`src/hdl/turf_io_pkg.sv`:
```
`default_nettype none

package turf_io_pkg;

    // One EMIO bank word, shared by input, output and tristate
    typedef logic [15:0] emio_word_t;

    ////////////////////////////////////////////////
    // EMIO bit layout
    ////////////////////////////////////////////////

    // Slow status inputs, bits 3 to 9 of the input word read zero
    localparam int EMIO_UART_IRQ_B     = 0;
    localparam int EMIO_HSK_IRQ        = 1;
    localparam int EMIO_HSK_COMPLETE   = 2;
    localparam int EMIO_PPS            = 10;
    localparam int EMIO_TIMEPULSE1     = 11;

    // GPS EXTINT drive lives in output bits 9:8
    localparam int EMIO_EXTINT_LSB     = 8;
    localparam int NUM_EXTINT          = 2;

    // TURFIO resets: readback on input, open-drain drive on output
    localparam int EMIO_RESET_LSB      = 12;

    ////////////////////////////////////////////////
    // Link counts
    ////////////////////////////////////////////////

    // One reset pin per TURFIO
    localparam int NUM_TURFIO          = 4;
    // Bridge valid map bits per link: none, aurora, two spare
    localparam int BRIDGE_GROUP_W      = 4;

endpackage

`default_nettype wire

```
`src/hdl/turf_id_pkg.sv`:
```
`default_nettype none

package turf_id_pkg;

    ////////////////////////////////////////////////
    // Identification
    ////////////////////////////////////////////////

    // "TURF" in ASCII, first character in the top byte
    localparam logic [31:0] ident_word = 32'h54555246;

    // Field view of the date/version word, listed from bit 31 down
    typedef struct packed {
        logic        rev_b;
        logic [14:0] date;
        logic [3:0]  ver_major;
        logic [3:0]  ver_minor;
        logic [7:0]  ver_rev;
    } dateversion_s;

    // Software sees the raw word, the register file fills the fields
    typedef union packed {
        logic [31:0]  raw;
        dateversion_s f;
    } dateversion_u;

    ////////////////////////////////////////////////
    // Register map
    ////////////////////////////////////////////////

    typedef logic [3:0] reg_addr_t;

    localparam reg_addr_t ADDR_IDENT       = 4'd0;
    localparam reg_addr_t ADDR_DATEVERSION = 4'd1;
    localparam reg_addr_t ADDR_EMIO_IN     = 4'd2;
    localparam reg_addr_t ADDR_EMIO_OUT    = 4'd3;
    localparam reg_addr_t ADDR_BRIDGE      = 4'd4;
    localparam reg_addr_t ADDR_BRIDGE_ERR  = 4'd5;

endpackage

`default_nettype wire

```
`src/hdl/emio_if.sv`:
```
`timescale 1ns/1ps
`default_nettype none

// EMIO words between the GPIO bank and the register file
interface emio_if;

    // Synchronized status and reset readback
    turf_io_pkg::emio_word_t gpio_in;
    // Software output word
    turf_io_pkg::emio_word_t gpio_out;
    // Software tristate word, 1 releases the pin
    turf_io_pkg::emio_word_t gpio_t;
    // Synchronizers have filled since reset
    logic                    in_valid;

    modport bank (
        output gpio_in,
        output in_valid,
        input  gpio_out,
        input  gpio_t
    );

    modport regs (
        input  gpio_in,
        input  in_valid,
        output gpio_out,
        output gpio_t
    );

endinterface

`default_nettype wire

```
`src/hdl/bridge_status_if.sv`:
```
`timescale 1ns/1ps
`default_nettype none

// Crate bridge status toward the register file
interface bridge_status_if #(
    parameter int NUM_LINKS = 4
);

    // Four valid bits per link
    logic [4*NUM_LINKS-1:0] valid_map;
    // Sticky error flags, one per link
    logic [NUM_LINKS-1:0]   timeout_flags;
    logic [NUM_LINKS-1:0]   invalid_flags;
    // Single-cycle clear from the register file
    logic                   err_clear;

    modport status (
        output valid_map,
        output timeout_flags,
        output invalid_flags,
        input  err_clear
    );

    modport regs (
        input  valid_map,
        input  timeout_flags,
        input  invalid_flags,
        output err_clear
    );

endinterface

`default_nettype wire

```
`src/hdl/emio_gpio_bank.sv`:
```
`timescale 1ns/1ps
`default_nettype none

module emio_gpio_bank #(
    parameter int SYNC_STAGES = 2
) (
    input  wire logic       ps_clk,
    input  wire logic       arst_n_i,
    emio_if.bank            emio,
    input  wire logic       uart_irq_b_i,
    input  wire logic       hsk_irq_i,
    input  wire logic       hsk_complete_i,
    input  wire logic       pps_pulse_i,
    input  wire logic       gps_timepulse1_i,
    input  wire logic [3:0] tresetb_i,
    output logic      [3:0] tresetb_o,
    output logic      [3:0] tresetb_oe_o,
    output logic      [1:0] gps_extint_o
);

    localparam int NRST   = turf_io_pkg::NUM_TURFIO;
    localparam int NEXT   = turf_io_pkg::NUM_EXTINT;
    localparam int RST_LO = turf_io_pkg::EMIO_RESET_LSB;
    localparam int EXT_LO = turf_io_pkg::EMIO_EXTINT_LSB;

    // Positions inside the synchronizer vector
    localparam int S_UART  = 0;
    localparam int S_HIRQ  = 1;
    localparam int S_HDONE = 2;
    localparam int S_PPS   = 3;
    localparam int S_TP1   = 4;
    localparam int S_RST   = 5;
    localparam int S_VALID = S_RST + NRST;
    localparam int SYNC_W  = S_VALID + 1;

    if (SYNC_STAGES < 2) begin : g_bad_stages
        $error("emio_gpio_bank needs at least two synchronizer stages");
    end

    logic [SYNC_W-1:0]                  async_in;
    logic [SYNC_STAGES-1:0][SYNC_W-1:0] sync_q;
    logic [SYNC_W-1:0]                  sync_out;
    turf_io_pkg::emio_word_t            in_word;

    //////////////////////////////////////////////////
    // Input synchronizers
    //////////////////////////////////////////////////

    // Constant 1 rides along so in_valid rises when the pipe is full
    assign async_in = {1'b1, tresetb_i, gps_timepulse1_i, pps_pulse_i,
                       hsk_complete_i, hsk_irq_i, uart_irq_b_i};

    always_ff @(posedge ps_clk or negedge arst_n_i) begin
        if (!arst_n_i) begin
            sync_q <= '0;
        end else begin
            sync_q <= {sync_q[SYNC_STAGES-2:0], async_in};
        end
    end

    assign sync_out = sync_q[SYNC_STAGES-1];

    always_comb begin
        in_word = '0;
        in_word[turf_io_pkg::EMIO_UART_IRQ_B]   = sync_out[S_UART];
        in_word[turf_io_pkg::EMIO_HSK_IRQ]      = sync_out[S_HIRQ];
        in_word[turf_io_pkg::EMIO_HSK_COMPLETE] = sync_out[S_HDONE];
        in_word[turf_io_pkg::EMIO_PPS]          = sync_out[S_PPS];
        in_word[turf_io_pkg::EMIO_TIMEPULSE1]   = sync_out[S_TP1];
        in_word[RST_LO +: NRST]                 = sync_out[S_RST +: NRST];
    end

    assign emio.gpio_in  = in_word;
    assign emio.in_valid = sync_out[S_VALID];

    //////////////////////////////////////////////////
    // Pin drive
    //////////////////////////////////////////////////

    // Open-drain resets enable whenever software pulls the tristate low
    assign tresetb_o    = emio.gpio_out[RST_LO +: NRST];
    assign tresetb_oe_o = ~emio.gpio_t[RST_LO +: NRST];
    // EXTINT is a plain level held low while released
    assign gps_extint_o = emio.gpio_out[EXT_LO +: NEXT] & ~emio.gpio_t[EXT_LO +: NEXT];

    // Reset pin readback lands in the EMIO word after the synchronizer delay
    a_reset_readback: assert property (@(posedge ps_clk) disable iff (!arst_n_i)
        emio.in_valid |-> (emio.gpio_in[RST_LO +: NRST] == $past(tresetb_i, SYNC_STAGES)));

endmodule

`default_nettype wire

```
`src/hdl/bridge_status.sv`:
```
`timescale 1ns/1ps
`default_nettype none

module bridge_status #(
    parameter int NUM_LINKS   = 4,
    parameter int SYNC_STAGES = 2
) (
    input  wire logic                 ps_clk,
    input  wire logic                 arst_n_i,
    bridge_status_if.status           bst,
    input  wire logic [NUM_LINKS-1:0] aurora_up_i,
    input  wire logic [NUM_LINKS-1:0] bridge_timeout_i,
    input  wire logic [NUM_LINKS-1:0] bridge_invalid_i
);

    localparam int GW = turf_io_pkg::BRIDGE_GROUP_W;

    logic [SYNC_STAGES-1:0][NUM_LINKS-1:0] up_sync_q;
    logic [GW*NUM_LINKS-1:0]               valid_map;
    logic [NUM_LINKS-1:0]                  timeout_q;
    logic [NUM_LINKS-1:0]                  invalid_q;

    // Link-up comes from the Aurora user clock domain
    always_ff @(posedge ps_clk or negedge arst_n_i) begin
        if (!arst_n_i) begin
            up_sync_q <= '0;
        end else begin
            up_sync_q <= {up_sync_q[SYNC_STAGES-2:0], aurora_up_i};
        end
    end

    // Per link: bit 0 no-bridge, bit 1 aurora, upper two unimplemented
    always_comb begin
        valid_map = '0;
        for (int k = 0; k < NUM_LINKS; k++) begin
            valid_map[k*GW]     = 1'b1;
            valid_map[k*GW + 1] = up_sync_q[SYNC_STAGES-1][k];
        end
    end

    // Sticky errors, a pulse in the clear cycle survives the clear
    always_ff @(posedge ps_clk or negedge arst_n_i) begin
        if (!arst_n_i) begin
            timeout_q <= '0;
            invalid_q <= '0;
        end else begin
            timeout_q <= (timeout_q & ~{NUM_LINKS{bst.err_clear}}) | bridge_timeout_i;
            invalid_q <= (invalid_q & ~{NUM_LINKS{bst.err_clear}}) | bridge_invalid_i;
        end
    end

    assign bst.valid_map     = valid_map;
    assign bst.timeout_flags = timeout_q;
    assign bst.invalid_flags = invalid_q;

    // Software may always select the no-bridge target
    for (genvar k = 0; k < NUM_LINKS; k++) begin : g_none_chk
        a_none_valid: assert property (@(posedge ps_clk) disable iff (!arst_n_i)
            bst.valid_map[k*GW]);
    end

endmodule

`default_nettype wire

```
`src/hdl/id_regfile.sv`:
```
`timescale 1ns/1ps
`default_nettype none

module id_regfile #(
    parameter logic [3:0]  VER_MAJOR     = 4'd0,
    parameter logic [3:0]  VER_MINOR     = 4'd7,
    parameter logic [7:0]  VER_REV       = 8'd21,
    parameter logic [15:0] FIRMWARE_DATE = 16'h0000,
    parameter logic        REV_B         = 1'b0
) (
    input  wire logic                   ps_clk,
    input  wire logic                   arst_n_i,
    input  wire logic                   reg_wr_i,
    input  wire logic                   reg_rd_i,
    input  wire turf_id_pkg::reg_addr_t reg_addr_i,
    input  wire logic [31:0]            reg_wdata_i,
    output logic      [31:0]            reg_rdata_o,
    output logic                        reg_ack_o,
    emio_if.regs                        emio,
    bridge_status_if.regs               bst,
    output logic      [7:0]             bridge_type_o
);

    turf_id_pkg::dateversion_u dateversion;
    turf_io_pkg::emio_word_t   gpio_out_q;
    turf_io_pkg::emio_word_t   gpio_t_q;
    logic [7:0]                bridge_type_q;
    logic [31:0]               rdata_d;
    logic [31:0]               rdata_q;
    logic                      ack_q;

    // Version word, filled one field at a time
    always_comb begin
        dateversion.f.rev_b     = REV_B;
        dateversion.f.date      = FIRMWARE_DATE[14:0];
        dateversion.f.ver_major = VER_MAJOR;
        dateversion.f.ver_minor = VER_MINOR;
        dateversion.f.ver_rev   = VER_REV;
    end

    //////////////////////////////////////////////////
    // Read mux
    //////////////////////////////////////////////////

    always_comb begin
        rdata_d = '0;
        case (reg_addr_i)
            turf_id_pkg::ADDR_IDENT: begin
                rdata_d = turf_id_pkg::ident_word;
            end
            turf_id_pkg::ADDR_DATEVERSION: begin
                rdata_d = dateversion.raw;
            end
            turf_id_pkg::ADDR_EMIO_IN: begin
                // Hide the synchronizer fill after reset
                rdata_d[15:0] = emio.in_valid ? emio.gpio_in : 16'h0000;
            end
            turf_id_pkg::ADDR_EMIO_OUT: begin
                rdata_d = {gpio_t_q, gpio_out_q};
            end
            turf_id_pkg::ADDR_BRIDGE: begin
                rdata_d = {16'(bst.valid_map), 8'h00, bridge_type_q};
            end
            turf_id_pkg::ADDR_BRIDGE_ERR: begin
                rdata_d = {24'h000000, 4'(bst.invalid_flags), 4'(bst.timeout_flags)};
            end
            default: begin
                rdata_d = '0;
            end
        endcase
    end

    // Clear lands on the same edge that captures the flags, so nothing is lost
    assign bst.err_clear = reg_rd_i && (reg_addr_i == turf_id_pkg::ADDR_BRIDGE_ERR);

    //////////////////////////////////////////////////
    // Write side and strobe response
    //////////////////////////////////////////////////

    always_ff @(posedge ps_clk or negedge arst_n_i) begin
        if (!arst_n_i) begin
            gpio_out_q    <= '0;
            gpio_t_q      <= '1;
            bridge_type_q <= '0;
            ack_q         <= 1'b0;
        end else begin
            ack_q <= reg_wr_i | reg_rd_i;
            if (reg_wr_i) begin
                case (reg_addr_i)
                    turf_id_pkg::ADDR_EMIO_OUT: begin
                        gpio_t_q   <= reg_wdata_i[31:16];
                        gpio_out_q <= reg_wdata_i[15:0];
                    end
                    turf_id_pkg::ADDR_BRIDGE: begin
                        bridge_type_q <= reg_wdata_i[7:0];
                    end
                    default: begin
                    end
                endcase
            end
        end
    end

    // Read data holds between reads
    always_ff @(posedge ps_clk) begin
        if (reg_rd_i) begin
            rdata_q <= rdata_d;
        end
    end

    assign emio.gpio_out  = gpio_out_q;
    assign emio.gpio_t    = gpio_t_q;
    assign bridge_type_o  = bridge_type_q;
    assign reg_rdata_o    = rdata_q;
    assign reg_ack_o      = ack_q;

    a_one_strobe: assert property (@(posedge ps_clk) disable iff (!arst_n_i)
        !(reg_rd_i && reg_wr_i));

    a_single_ack: assert property (@(posedge ps_clk) disable iff (!arst_n_i)
        (reg_ack_o && !(reg_rd_i || reg_wr_i)) |=> !reg_ack_o);

endmodule

`default_nettype wire

```
`src/hdl/turf_ps_status.sv`:
```
`timescale 1ns/1ps
`default_nettype none

module turf_ps_status #(
    parameter int          NUM_LINKS     = 4,
    parameter int          SYNC_STAGES   = 2,
    parameter logic [3:0]  VER_MAJOR     = 4'd0,
    parameter logic [3:0]  VER_MINOR     = 4'd7,
    parameter logic [7:0]  VER_REV       = 8'd21,
    parameter logic [15:0] FIRMWARE_DATE = 16'h0000,
    parameter logic        REV_B         = 1'b0
) (
    input  wire logic                   ps_clk,
    input  wire logic                   arst_n_i,
    // Register port
    input  wire logic                   reg_wr_i,
    input  wire logic                   reg_rd_i,
    input  wire turf_id_pkg::reg_addr_t reg_addr_i,
    input  wire logic [31:0]            reg_wdata_i,
    output logic      [31:0]            reg_rdata_o,
    output logic                        reg_ack_o,
    // Slow status
    input  wire logic                   uart_irq_b_i,
    input  wire logic                   hsk_irq_i,
    input  wire logic                   hsk_complete_i,
    input  wire logic                   pps_pulse_i,
    input  wire logic                   gps_timepulse1_i,
    // TURFIO resets and GPS EXTINT
    input  wire logic [3:0]             tresetb_i,
    output logic      [3:0]             tresetb_o,
    output logic      [3:0]             tresetb_oe_o,
    output logic      [1:0]             gps_extint_o,
    // Crate bridge
    input  wire logic [NUM_LINKS-1:0]   aurora_up_i,
    input  wire logic [NUM_LINKS-1:0]   bridge_timeout_i,
    input  wire logic [NUM_LINKS-1:0]   bridge_invalid_i,
    output logic      [7:0]             bridge_type_o
);

    emio_if                                    u_emio_if ();
    bridge_status_if #(.NUM_LINKS(NUM_LINKS))  u_bst_if ();

    emio_gpio_bank #(.SYNC_STAGES(SYNC_STAGES))
        u_gpio_bank (.ps_clk(ps_clk), .arst_n_i(arst_n_i), .emio(u_emio_if.bank),
                     .uart_irq_b_i(uart_irq_b_i), .hsk_irq_i(hsk_irq_i),
                     .hsk_complete_i(hsk_complete_i), .pps_pulse_i(pps_pulse_i),
                     .gps_timepulse1_i(gps_timepulse1_i), .tresetb_i(tresetb_i),
                     .tresetb_o(tresetb_o), .tresetb_oe_o(tresetb_oe_o),
                     .gps_extint_o(gps_extint_o));

    bridge_status #(.NUM_LINKS(NUM_LINKS), .SYNC_STAGES(SYNC_STAGES))
        u_bridge_status (.ps_clk(ps_clk), .arst_n_i(arst_n_i), .bst(u_bst_if.status),
                         .aurora_up_i(aurora_up_i), .bridge_timeout_i(bridge_timeout_i),
                         .bridge_invalid_i(bridge_invalid_i));

    id_regfile #(.VER_MAJOR(VER_MAJOR), .VER_MINOR(VER_MINOR), .VER_REV(VER_REV),
                 .FIRMWARE_DATE(FIRMWARE_DATE), .REV_B(REV_B))
        u_id_regfile (.ps_clk(ps_clk), .arst_n_i(arst_n_i),
                      .reg_wr_i(reg_wr_i), .reg_rd_i(reg_rd_i),
                      .reg_addr_i(reg_addr_i), .reg_wdata_i(reg_wdata_i),
                      .reg_rdata_o(reg_rdata_o), .reg_ack_o(reg_ack_o),
                      .emio(u_emio_if.regs), .bst(u_bst_if.regs),
                      .bridge_type_o(bridge_type_o));

endmodule

`default_nettype wire

```
`config.mk`:
```
export PLATFORM = sky130hd
export DESIGN_NAME = turf_ps_status
export DESIGN_NICKNAME = d
export VERILOG_FILES = /design/src/hdl/turf_io_pkg.sv /design/src/hdl/turf_id_pkg.sv /design/src/hdl/emio_if.sv /design/src/hdl/bridge_status_if.sv /design/src/hdl/emio_gpio_bank.sv /design/src/hdl/bridge_status.sv /design/src/hdl/id_regfile.sv /design/src/hdl/turf_ps_status.sv
export SDC_FILE = /design/constraint.sdc
export NUM_CORES = 1
export LEC_CHECK = 0
export ABC_CLOCK_PERIOD_IN_PS = 2100
export BUFFER_PORTS_ARGS = -buffer_cell sky130_fd_sc_hd__buf_2
export CAP_MARGIN = 20
export CORE_MARGIN = 5
export CORE_UTILIZATION = 40
export CTS_CLUSTER_DIAMETER = 200
export DETAILED_ROUTE_END_ITERATION = 7
export MAX_ROUTING_LAYER = met4
export PLACE_DENSITY_LB_ADDON = 0.15
export SLEW_MARGIN = 10
export SYNTH_ARGS = -nofsm -noshare
export SYNTH_HDL_FRONTEND = slang
export SYNTH_HIERARCHICAL = 1
export SYNTH_SLANG_ARGS = --single-unit
```
`constraint.sdc`:
```
create_clock -name ps_clk -period 2.1 [get_ports ps_clk]
set_clock_uncertainty 0.15 [all_clocks]
set_input_delay 0.105 -clock ps_clk [delete_from_list [all_inputs] [get_ports ps_clk]]
set_output_delay 0.105 -clock ps_clk [all_outputs]
set_load 0.05 [all_outputs]
```
==> metrics.csv, run 1 <==
metric,value,unit
Die W,117,um
outcome,"finished, final reports clean",
post-DP HPWL,6890,um
Bufs on Longest Clock Path,2,
ys async rst share,70.6,%
row count,39,
worst skew pair latency,0.34,ns
setup_tns,0,ns
# H-tree levels,3,
Final period util,79.1,%
Tmin final,1.66,ns
top-area cell type share of the netlist area,33.1,%
area delta synth->final,30.5,%
Seq cells post-synth,109,
ys flop type,dfrtp_1,
Worst setup SP type,register,
CP Max Fanout,10,
clk sinks,109,
VDD IR max,0.559,mV
"Avg Cell Area, Syn",14.5,um2
ant diodes,0,
drc violations,0,
WL per Instance,16.2,um
mapped cell area,0.00461,mm2
largest net degree at the start of global routing,57,
Pleak,0.00279,uW
Worst Path Arrival,1.61,ns
Crit path required time,2.05,ns
Worst-path clk slew,0.07,ns
post-cts sizing count,0,
"Seq/Total Area, Yosys",63.1,%
cell with the most instances after synthesis,dfrtp_1,
Nets,529,
YS warnings,6,
GP Congestion,0.750,
Hold WC Path Type,primary input to asynchronous set/reset pin,
final hold vios,0,
most instantiated cells after synthesis,"61 x dfrtp_1, 36 x buf_4, 32 x edfxtp_1, 30 x mux2_4",
Die H,117,um
Crit. End Element,register,
root buffer cell,clkbuf_16,
total die area,0.0138,mm2
total power,5500,uW
Setup CP Type,register to register,
Core Region,0.0114,mm2
FMAX,0.602,GHz
synth unique cells,40,
cells after synthesis,317,
Routed WL,9970,um
"EDFF count, synth",32,
total global routing overflow,0,
initial antenna violation count,0,
PD cells,915,mW/mm2
initial drt markers,156,
"area leader, netlist",dfrtp_1,
via density per instance,4.68,
top post-synthesis cells by area,"dfrtp_1 33%, edfxtp_1 21%, mux2_4 9.8%",
vias in the first global route,3113,
Setup Viol. Count Final,0,
RSZ-0062 raised after global routing,no,
global-route wire length before repair,16400,um
TritonCTS buffer count,9,
1st-pass router iterations,4,
Initial Utilization,40.5,%
IO buf count,111,
IO Pins,112,
All-Layer GR Usage,15.4,%
ANT nets after route,0,
CTS tree,built,
share of layout cells above drive strength 1,40.4,%
vias after detailed routing,2881,
Max-Cap Viols,0,
final slew viol count,0,
[layout by cell type, fill, tap and decap left out, drive strengths merged, types with 11 or more instances in the layout]
cell type / synthesis / final
inv: 8 / 11
a21oi: 16 / 16
edfxtp: 32 / 32
dlygate4sd3: 0 / 56
dfrtp: 61 / 61
a22o: 14 / 14
dfstp: 16 / 16
nand2: 13 / 13
conb: 4 / 20
buf: 47 / 119
mux2: 40 / 40
[flip-flops by register name, summed over array words and instances (netlist names)]
name,cells
u_id_regfile/emio.gpio_out,16
u_bridge_status/bst.timeout_flags,4
u_bridge_status/bst.invalid_flags,4
u_id_regfile/reg_ack_o,1
u_bridge_status/bst.valid_map,4
u_bridge_status/up_sync_q,4
u_id_regfile/emio.gpio_t,16
u_gpio_bank/sync_out,10
u_gpio_bank/sync_q,10
u_id_regfile/bridge_type_o,8
u_id_regfile/reg_rdata_o,32
[layer usage]
metal / track usage (%) / wire length [um] / vias up / part of all wire [%]
met5: - / 0 / - / 0
met4: 6.16 / 194 / 0 / 1.9
met3: 3.32 / 495 / 14 / 5.0
met2: 23.5 / 4640 / 75 / 47
met1: 20.2 / 4640 / 1414 / 47
li1: - / - / 1378 / -
[metrics by stage]
stage	hold slack, ns	area [um2]	cells	utilization (%)	setup slack [ns]
5_1_grt	0.0850	6020	616	52.9	0.372
4_1_cts	0.0374	6020	616	52.9	0.415
6_report	0.0450	6020	616	52.9	0.438
3_5_place_dp	-0.132	5150	544	45.3	0.311
3_3_place_gp	-0.136	5150	544	45.3	0.356
2_1_floorplan	-0.341	4670	333	-	0.549
[layout make-up]
type	count	area (um2)
well taps	143	179
multi-input cells	165	1390
fillers	980	5350
clock inverters	7	81.3
flip-flops and latches	109	2910
repair buffers	175	1200
inverters	8	30.0
clock buffers	9	225
[power breakdown]
part	switching (uW)	total, uW	internal, uW
Sequential	155	2640	2490
Clock	780	1720	942
Combinational	675	1140	462
[logic make-up (layout without fill, tap and decap cells)]
kind of cell	count (synthesis)	count (layout)	synth area share [%]
flops	109	109	63.1
compound gates	62	62	9.61
mux	41	41	12.4
buf+inv	59	199	8.41
simple gates	42	42	6.13
other cells	4	20	0.326
[worst max-delay path, stage by stage (launching register included)]
cell	delay [ns]
dfrtp_1	0.41
and3b_1	0.20
and2_1	0.32
a221o_1	0.34
[repair_timing]
action,4_1_cts,5_1_grt
hold buffers,56,0
setup buffers,0,0
endpoints found under the hold margin,129,0
[final timing paths]
check                                                   from                                 to  slack (ns)  cells after the start
worst min-delay path                                arst_n_i      u_id_regfile/bridge_type_o[4]        0.05                      2
min in group ps_clk                            reg_addr_i[3]       u_id_regfile/reg_rdata_o[22]        0.09                      2
worst max-delay path                 u_gpio_bank/sync_out[9]        u_id_regfile/reg_rdata_o[2]        0.44                      3
worst min register to register  u_bridge_status/up_sync_q[3]  u_bridge_status/bst.valid_map[13]        0.20                      0
max in group asynchronous                           arst_n_i        u_id_regfile/emio.gpio_t[6]        1.10                      3
worst max register to register       u_gpio_bank/sync_out[9]        u_id_regfile/reg_rdata_o[2]        0.44                      3
Power figures use the tool's default switching activity.
==> inputs of run 2 (changes only) <==
--- a/config.mk
+++ b/config.mk
@@ -5,7 +5,7 @@
 export SDC_FILE = /design/constraint.sdc
 export NUM_CORES = 1
 export LEC_CHECK = 0
-export ABC_CLOCK_PERIOD_IN_PS = 2100
+export ABC_CLOCK_PERIOD_IN_PS = 1600
 export BUFFER_PORTS_ARGS = -buffer_cell sky130_fd_sc_hd__buf_2
 export CAP_MARGIN = 20
 export CORE_MARGIN = 5
==> constraint.sdc (replaced) <==
create_clock -name ps_clk -period 1.6 [get_ports ps_clk]
set_clock_uncertainty 0.15 [all_clocks]
set_input_delay 0.08 -clock ps_clk [delete_from_list [all_inputs] [get_ports ps_clk]]
set_output_delay 0.08 -clock ps_clk [all_outputs]
set_load 0.05 [all_outputs]
==> metrics.csv, run 2 (same netlist as run 1, synthesis figures left out) <==
metric,value,unit,change
total power,7220,uW,was 5500 uW
Worst Path Arrival,1.47,ns,was 1.61 ns
initial drt markers,146,,was 156
1st-pass router iterations,4,,unchanged
Setup Viol. Count Final,0,,unchanged
GR Util met1,22.2,%,was 20.2%
Bufs on Longest Clock Path,2,,unchanged
Pleak,0.00287,uW,was 0.00279 uW
WL per Instance,16.6,um,was 16.2 um
GP Congestion,0.823,,was 0.750
Die H,117,um,unchanged
Worst setup SP type,register,,unchanged
CP Launch Point,u_gpio_bank/sync_out[9],,unchanged
IO Pins,112,,unchanged
PD cells,1180,mW/mm2,was 915 mW/mm2
Initial Utilization,40.5,%,unchanged
"commonest non-fill, non-tap cell in the layout",buf_2,,unchanged
row count,39,,unchanged
All-Layer GR Usage,16.3,%,was 15.4%
global-route wire length before repair,17300,um,was 16400 um
clk sinks,109,,unchanged
VDD IR max,0.579,mV,was 0.559 mV
Final period util,95.3,%,was 79.1%
Hold WC Path Type,primary input to asynchronous set/reset pin,,unchanged
TritonCTS buffer count,9,,unchanged
post-DP HPWL,7530,um,was 6890 um
Worst-path clk slew,0.07,ns,about the same
Setup CP Type,register to register,,unchanged
initial antenna violation count,0,,unchanged
setup_tns,0,ns,unchanged
GRT busiest layer,met2,,unchanged
area delta synth->final,33.1,%,was 30.5%
Core Region,0.0114,mm2,unchanged
share of layout cells above drive strength 1,41.9,%,was 40.4%
# H-tree levels,3,,unchanged
worst r2r src,u_gpio_bank/sync_out[9],,unchanged
largest net degree at the start of global routing,29,,was 57
Crit. End Element,register,,unchanged
Crit path largest cell delay,0.39,ns,was 0.41 ns
"commonest cells after routing, fill and taps aside","110 x buf_2, 61 x dfrtp_1, 56 x dlygate4sd3_1",,unchanged
global routing usage on met2,24.3,%,was 23.5%
Tmin final,1.52,ns,was 1.66 ns
"Critical Path, Cell by Cell",and3b_1 -> and2_2 -> buf_4 -> a22o_1,,was and3b_1 -> and2_1 -> a221o_1
final hold vios,0,,unchanged
Worst Hold Margin,0.0461,ns,was 0.0450 ns
root buffer cell,clkbuf_16,,unchanged
drc violations,0,,unchanged
RSZ-0062 raised after global routing,no,,unchanged
total die area,0.0138,mm2,unchanged
Max-Cap Viols,0,,unchanged
max reg flops,32,,unchanged
CTS tree,built,,unchanged
met3 GRT Util,3.80,%,was 3.32%
FMAX,0.656,GHz,was 0.602 GHz
CP Max Fanout,4,,was 10
ant diodes,0,,unchanged
Crit path required time,1.54,ns,was 2.05 ns
Die W,117,um,unchanged
Worst path slowest cell,dfrtp_1,,unchanged
number of post-CTS setup repair buffers,0,,unchanged
IO buf count,111,,unchanged
ANT nets after route,0,,unchanged
Nets,543,,was 529
worst skew pair latency,0.34,ns,about the same
total global routing overflow,0,,unchanged
vias in the first global route,3130,,was 3113
outcome,"finished, final reports clean",,unchanged
final slew viol count,0,,unchanged
Routed WL,10500,um,was 9970 um
via density per instance,4.58,,was 4.68
vias after detailed routing,2883,,was 2881
## run 2: through the flow
step / util, % / instances / worst slack, ns / cell area, um2
3_5_place_dp: 46.4 / 558 / 0.0318 / 5280
6_report: 54.0 / 630 / 0.0756 / 6140
2_1_floorplan: - / 333 / 0.0490 / 4670
4_1_cts: 54.0 / 630 / 0.0758 / 6130
3_3_place_gp: 46.4 / 558 / 0.0469 / 5280
5_1_grt: 54.0 / 630 / 0.00509 / 6140
## run 2: path summary, 6_finish.rpt
kind / endpoint / slack [ns] / depth (start not counted)
min in group ps_clk: u_id_regfile/reg_rdata_o[22] / 0.16 / 3
hold reg to reg: u_gpio_bank/sync_out[7] / 0.20 / 0
setup reg to reg: u_id_regfile/reg_rdata_o[13] / 0.08 / 4
setup / recovery: u_id_regfile/reg_rdata_o[13] / 0.08 / 4
max in group asynchronous: u_id_regfile/emio.gpio_t[15] / 0.70 / 3
hold / removal: u_gpio_bank/sync_q[1] / 0.05 / 2
## run 2: routing by layer
layer | vias up | routed length (um) | part of all wire, %
li1 | 1402 | - | -
met1 | 1401 | 4960 | 47
met2 | 73 | 4910 | 47
met3 | 7 | 499 | 4.8
met4 | 0 | 105 | 1.0
met5 | - | 0 | 0
## run 2: area by class of cell
| type | instances | area [um2] |
|---|---|---|
| clock inverters | 4 | 48.8 |
| repair buffers | 189 | 1330 |
| fillers | 989 | 5230 |
| clock buffers | 12 | 246 |
| well taps | 143 | 179 |
| multi-input cells | 165 | 1390 |
| flip-flops and latches | 109 | 2910 |
| inverters | 8 | 30.0 |
## run 2: worst max-delay path, delay by kind of cell, from the launching register on
kind / cells / cell delay [ns]
AOI/OAI and AO/OA: 1 / 0.17
DFF: 1 / 0.39
buffers and inverters: 1 / 0.16
and+or+nand+nor: 2 / 0.41
## run 2: report_power, final
part           internal, uW  switching, uW
sequential             3270            218
combinational           629            887
clock                  1260            958
total                  5160           2060
## run 2: timing repair
item / 4_1_cts / 5_1_grt
endpoints found under the hold margin: 131 / 0
setup endpoints to repair: 0 / 1
resized for setup: 0 / 1
hold buffers: 56 / 0
==> inputs of run 3 (changes only) <==
--- a/config.mk
+++ b/config.mk
@@ -5,6 +5,7 @@
 export SDC_FILE = /design/constraint.sdc
 export NUM_CORES = 1
 export LEC_CHECK = 0
+export ABC_AREA = 1
 export ABC_CLOCK_PERIOD_IN_PS = 1600
 export BUFFER_PORTS_ARGS = -buffer_cell sky130_fd_sc_hd__buf_2
 export CAP_MARGIN = 20
@@ -14,7 +15,7 @@
 export DETAILED_ROUTE_END_ITERATION = 7
 export MAX_ROUTING_LAYER = met4
 export PLACE_DENSITY_LB_ADDON = 0.15
-export SLEW_MARGIN = 10
+export SLEW_MARGIN = 20
 export SYNTH_ARGS = -nofsm -noshare
 export SYNTH_HDL_FRONTEND = slang
 export SYNTH_HIERARCHICAL = 1
==> metrics.csv, run 3 <==
metric,value,unit,change
IO Pins,112,,unchanged
# H-tree levels,3,,unchanged
"commonest non-fill, non-tap cell in the layout",nand2_1,,was buf_2
Die W,118,um,was 117 um
Worst setup SP type,primary input,,was register
initial antenna violation count,0,,unchanged
"area leader, netlist",dfrtp_1,,unchanged
outcome,"finished, final reports clean",,unchanged
root buffer cell,clkbuf_16,,unchanged
Worst R2R Path Depth,3,,was 4
PD cells,1120,mW/mm2,was 1180 mW/mm2
Seq cells post-synth,109,,unchanged
setup_tns,0,ns,unchanged
ys flop type,dfrtp_1,,unchanged
largest net degree at the start of global routing,78,,was 29
Hold WC Path Type,primary input to register,,was primary input to asynchronous set/reset pin
Multi-input gate area,0.00133,mm2,was 0.00139 mm2
WL met1,5090,um,was 4960 um
Crit path required time,1.74,ns,was 1.54 ns
total die area,0.0139,mm2,was 0.0138 mm2
total global routing overflow,0,,unchanged
met3 routed WL,667,um,was 499 um
Initial Utilization,40.8,%,was 40.5%
vias in the first global route,3765,,was 3130
Nets,691,,was 543
Bufs on Longest Clock Path,2,,unchanged
most instantiated cells after synthesis,"153 x nand2_1, 83 x nand3_1, 61 x dfrtp_1, 36 x buf_4, 32 x edfxtp_1",,"was 61 x dfrtp_1, 36 x buf_4, 32 x edfxtp_1, 30 x mux2_4"
global-route wire length before repair,19400,um,was 17300 um
initial drt markers,230,,was 146
"Core Util, Final",53.4,%,was 54.0%
Final period util,89.6,%,was 95.3%
Core Region,0.0114,mm2,about the same
VDD IR max,0.772,mV,was 0.579 mV
ANT nets after route,0,,unchanged
final hold vios,0,,unchanged
mapped cell area,0.00465,mm2,was 0.00461 mm2
share of layout cells above drive strength 1,26.6,%,was 41.9%
ys async rst share,70.6,%,unchanged
Crit. End Element,register,,unchanged
hold path cells,4,,
cell with the most instances after synthesis,nand2_1,,was dfrtp_1
IO buf count,111,,unchanged
All-Layer GR Usage,18.0,%,was 16.3%
area delta synth->final,31.1,%,was 33.1%
"Seq/Total Area, Yosys",62.5,%,was 63.1%
top-area cell type share of the netlist area,32.8,%,was 33.1%
RSZ-0062 raised after global routing,no,,unchanged
Pleak,0.00303,uW,was 0.00287 uW
WL met2,5540,um,was 4910 um
clk sinks,109,,unchanged
"Avg Cell Area, Syn",9.80,um2,was 14.5 um2
drc violations,0,,unchanged
Worst-path clk slew,0.07,ns,about the same
TritonCTS buffer count,9,,unchanged
DR top layer,met4,,unchanged
Sequential cell area,0.00291,mm2,unchanged
CTS tree,built,,unchanged
Worst Path Arrival,1.58,ns,was 1.47 ns
vias after detailed routing,3622,,was 2883
max reg flops,32,,unchanged
GP Congestion,0.959,,was 0.823
ant diodes,0,,unchanged
YS warnings,6,,unchanged
Tmin final,1.43,ns,was 1.52 ns
Die H,118,um,was 117 um
row count,39,,unchanged
"commonest cells after routing, fill and taps aside","153 x nand2_1, 110 x buf_2, 83 x nand3_1",,"was 110 x buf_2, 61 x dfrtp_1, 56 x dlygate4sd3_1"
1st-pass router iterations,4,,unchanged
Fill cells,1048,,was 989
Setup CP Type,primary input to register,,was register to register
top post-synthesis cells by area,"dfrtp_1 33%, edfxtp_1 21%, nand2_1 12%",,"was dfrtp_1 33%, edfxtp_1 21%, mux2_4 9.8%"
"EDFF count, synth",32,,unchanged
Setup Viol. Count Final,0,,unchanged
cells after synthesis,475,,was 317
FMAX,0.697,GHz,was 0.656 GHz
worst skew pair latency,0.35,ns,was 0.34 ns
Max-Cap Viols,0,,unchanged
WL per Instance,14.8,um,was 16.6 um
post-DP HPWL,7640,um,was 7530 um
via density per instance,4.66,,was 4.58
Routed WL,11500,um,was 10500 um
CP Max Fanout,25,,was 4
synth unique cells,22,,was 40
final slew viol count,0,,unchanged
[run 3: cell count changes after synthesis, moves of 14 or more]
| cell | previous run | this run |
|---|---|---|
| mux2_4 | 30 | 0 |
| a22o_1 | 14 | 0 |
| nand2_1 | 11 | 153 |
| nand3_1 | 3 | 83 |
| inv_1 | 7 | 24 |
| a21oi_1 | 16 | 0 |
[run 3: critical path, stage by stage]
cell and delay (ns):
buf_2 0.11, inv_1 0.10, nand2_1 0.14, nor2_4 0.18, buf_6 0.23, nand3_1 0.09, dlygate4sd3_1 0.57, nand2_1 0.07
[run 3: metrics by stage]
| step | power (uW) | hold WS (ns) | cell area, um2 | setup WS, ns | instances |
|---|---|---|---|---|---|
| 3_3_place_gp | 4640 | -0.0139 | 5230 | 0.229 | 704 |
| 6_report | 6860 | 0.0565 | 6100 | 0.166 | 778 |
| 5_1_grt | 7200 | 0.0591 | 6100 | 0.0668 | 778 |
| 4_1_cts | 6940 | 0.0391 | 6090 | 0.107 | 778 |
| 2_1_floorplan | 4330 | -0.366 | 4710 | 0.313 | 491 |
| 3_5_place_dp | 4670 | -0.0110 | 5230 | 0.232 | 704 |
[run 3: final cells by class]
class | count | area share (%)
tap | 143 | 2.93
inverter | 25 | 1.54
clock buffer | 11 | 4.16
timing repair buffer | 185 | 21.3
clock inverter | 5 | 0.533
sequential | 109 | 47.7
multi-input combinational | 300 | 21.8
[run 3: kinds of logic (layout without fill, tap and decap cells)]
kind of cell / after synthesis / in the layout / share of synthesized area (%)
simple gates: 267 / 267 / 25.5
flops: 109 / 109 / 62.5
buf+inv: 82 / 226 / 10.2
compound gates: 13 / 13 / 1.51
other cells: 4 / 20 / 0.323
[run 3: worst paths after layout]
kind | start | endpoint | slack, ns
min in group asynchronous | arst_n_i | u_bridge_status/bst.invalid_flags[0] | 0.11
max reg2reg | u_gpio_bank/sync_out[9] | u_id_regfile/reg_rdata_o[1] | 0.23
min | reg_addr_i[3] | u_id_regfile/reg_rdata_o[1] | 0.06
max in group asynchronous | arst_n_i | u_id_regfile/emio.gpio_t[13] | 0.79
max | reg_addr_i[2] | u_id_regfile/emio.gpio_t[10] | 0.17
min reg2reg | u_bridge_status/up_sync_q[1] | u_bridge_status/bst.valid_map[5] | 0.20
[run 3: repair_timing]
| item | 4_1_cts | 5_1_grt |
|---|---|---|
| buffers inserted | 0 | 0 |
| gates resized for setup | 0 | 1 |
| hold endpoints to repair | 146 | 0 |
| hold buffers | 58 | 0 |
| endpoints found under the setup margin | 0 | 1 |
[run 3: routing by layer]
layer / track usage [%] / vias to the layer above
met5: - / -
met4: 6.09 / 0
met3: 5.67 / 19
met2: 28.1 / 107
met1: 22.4 / 1700
li1: - / 1796
[run 3: power by group]
group / internal [uW] / leakage (uW) / switching [uW]
Clock: 1150 / 0.000145 / 1000
Combinational: 390 / 0.00168 / 909
Sequential: 3230 / 0.00121 / 174
Total: 4770 / 0.00303 / 2080
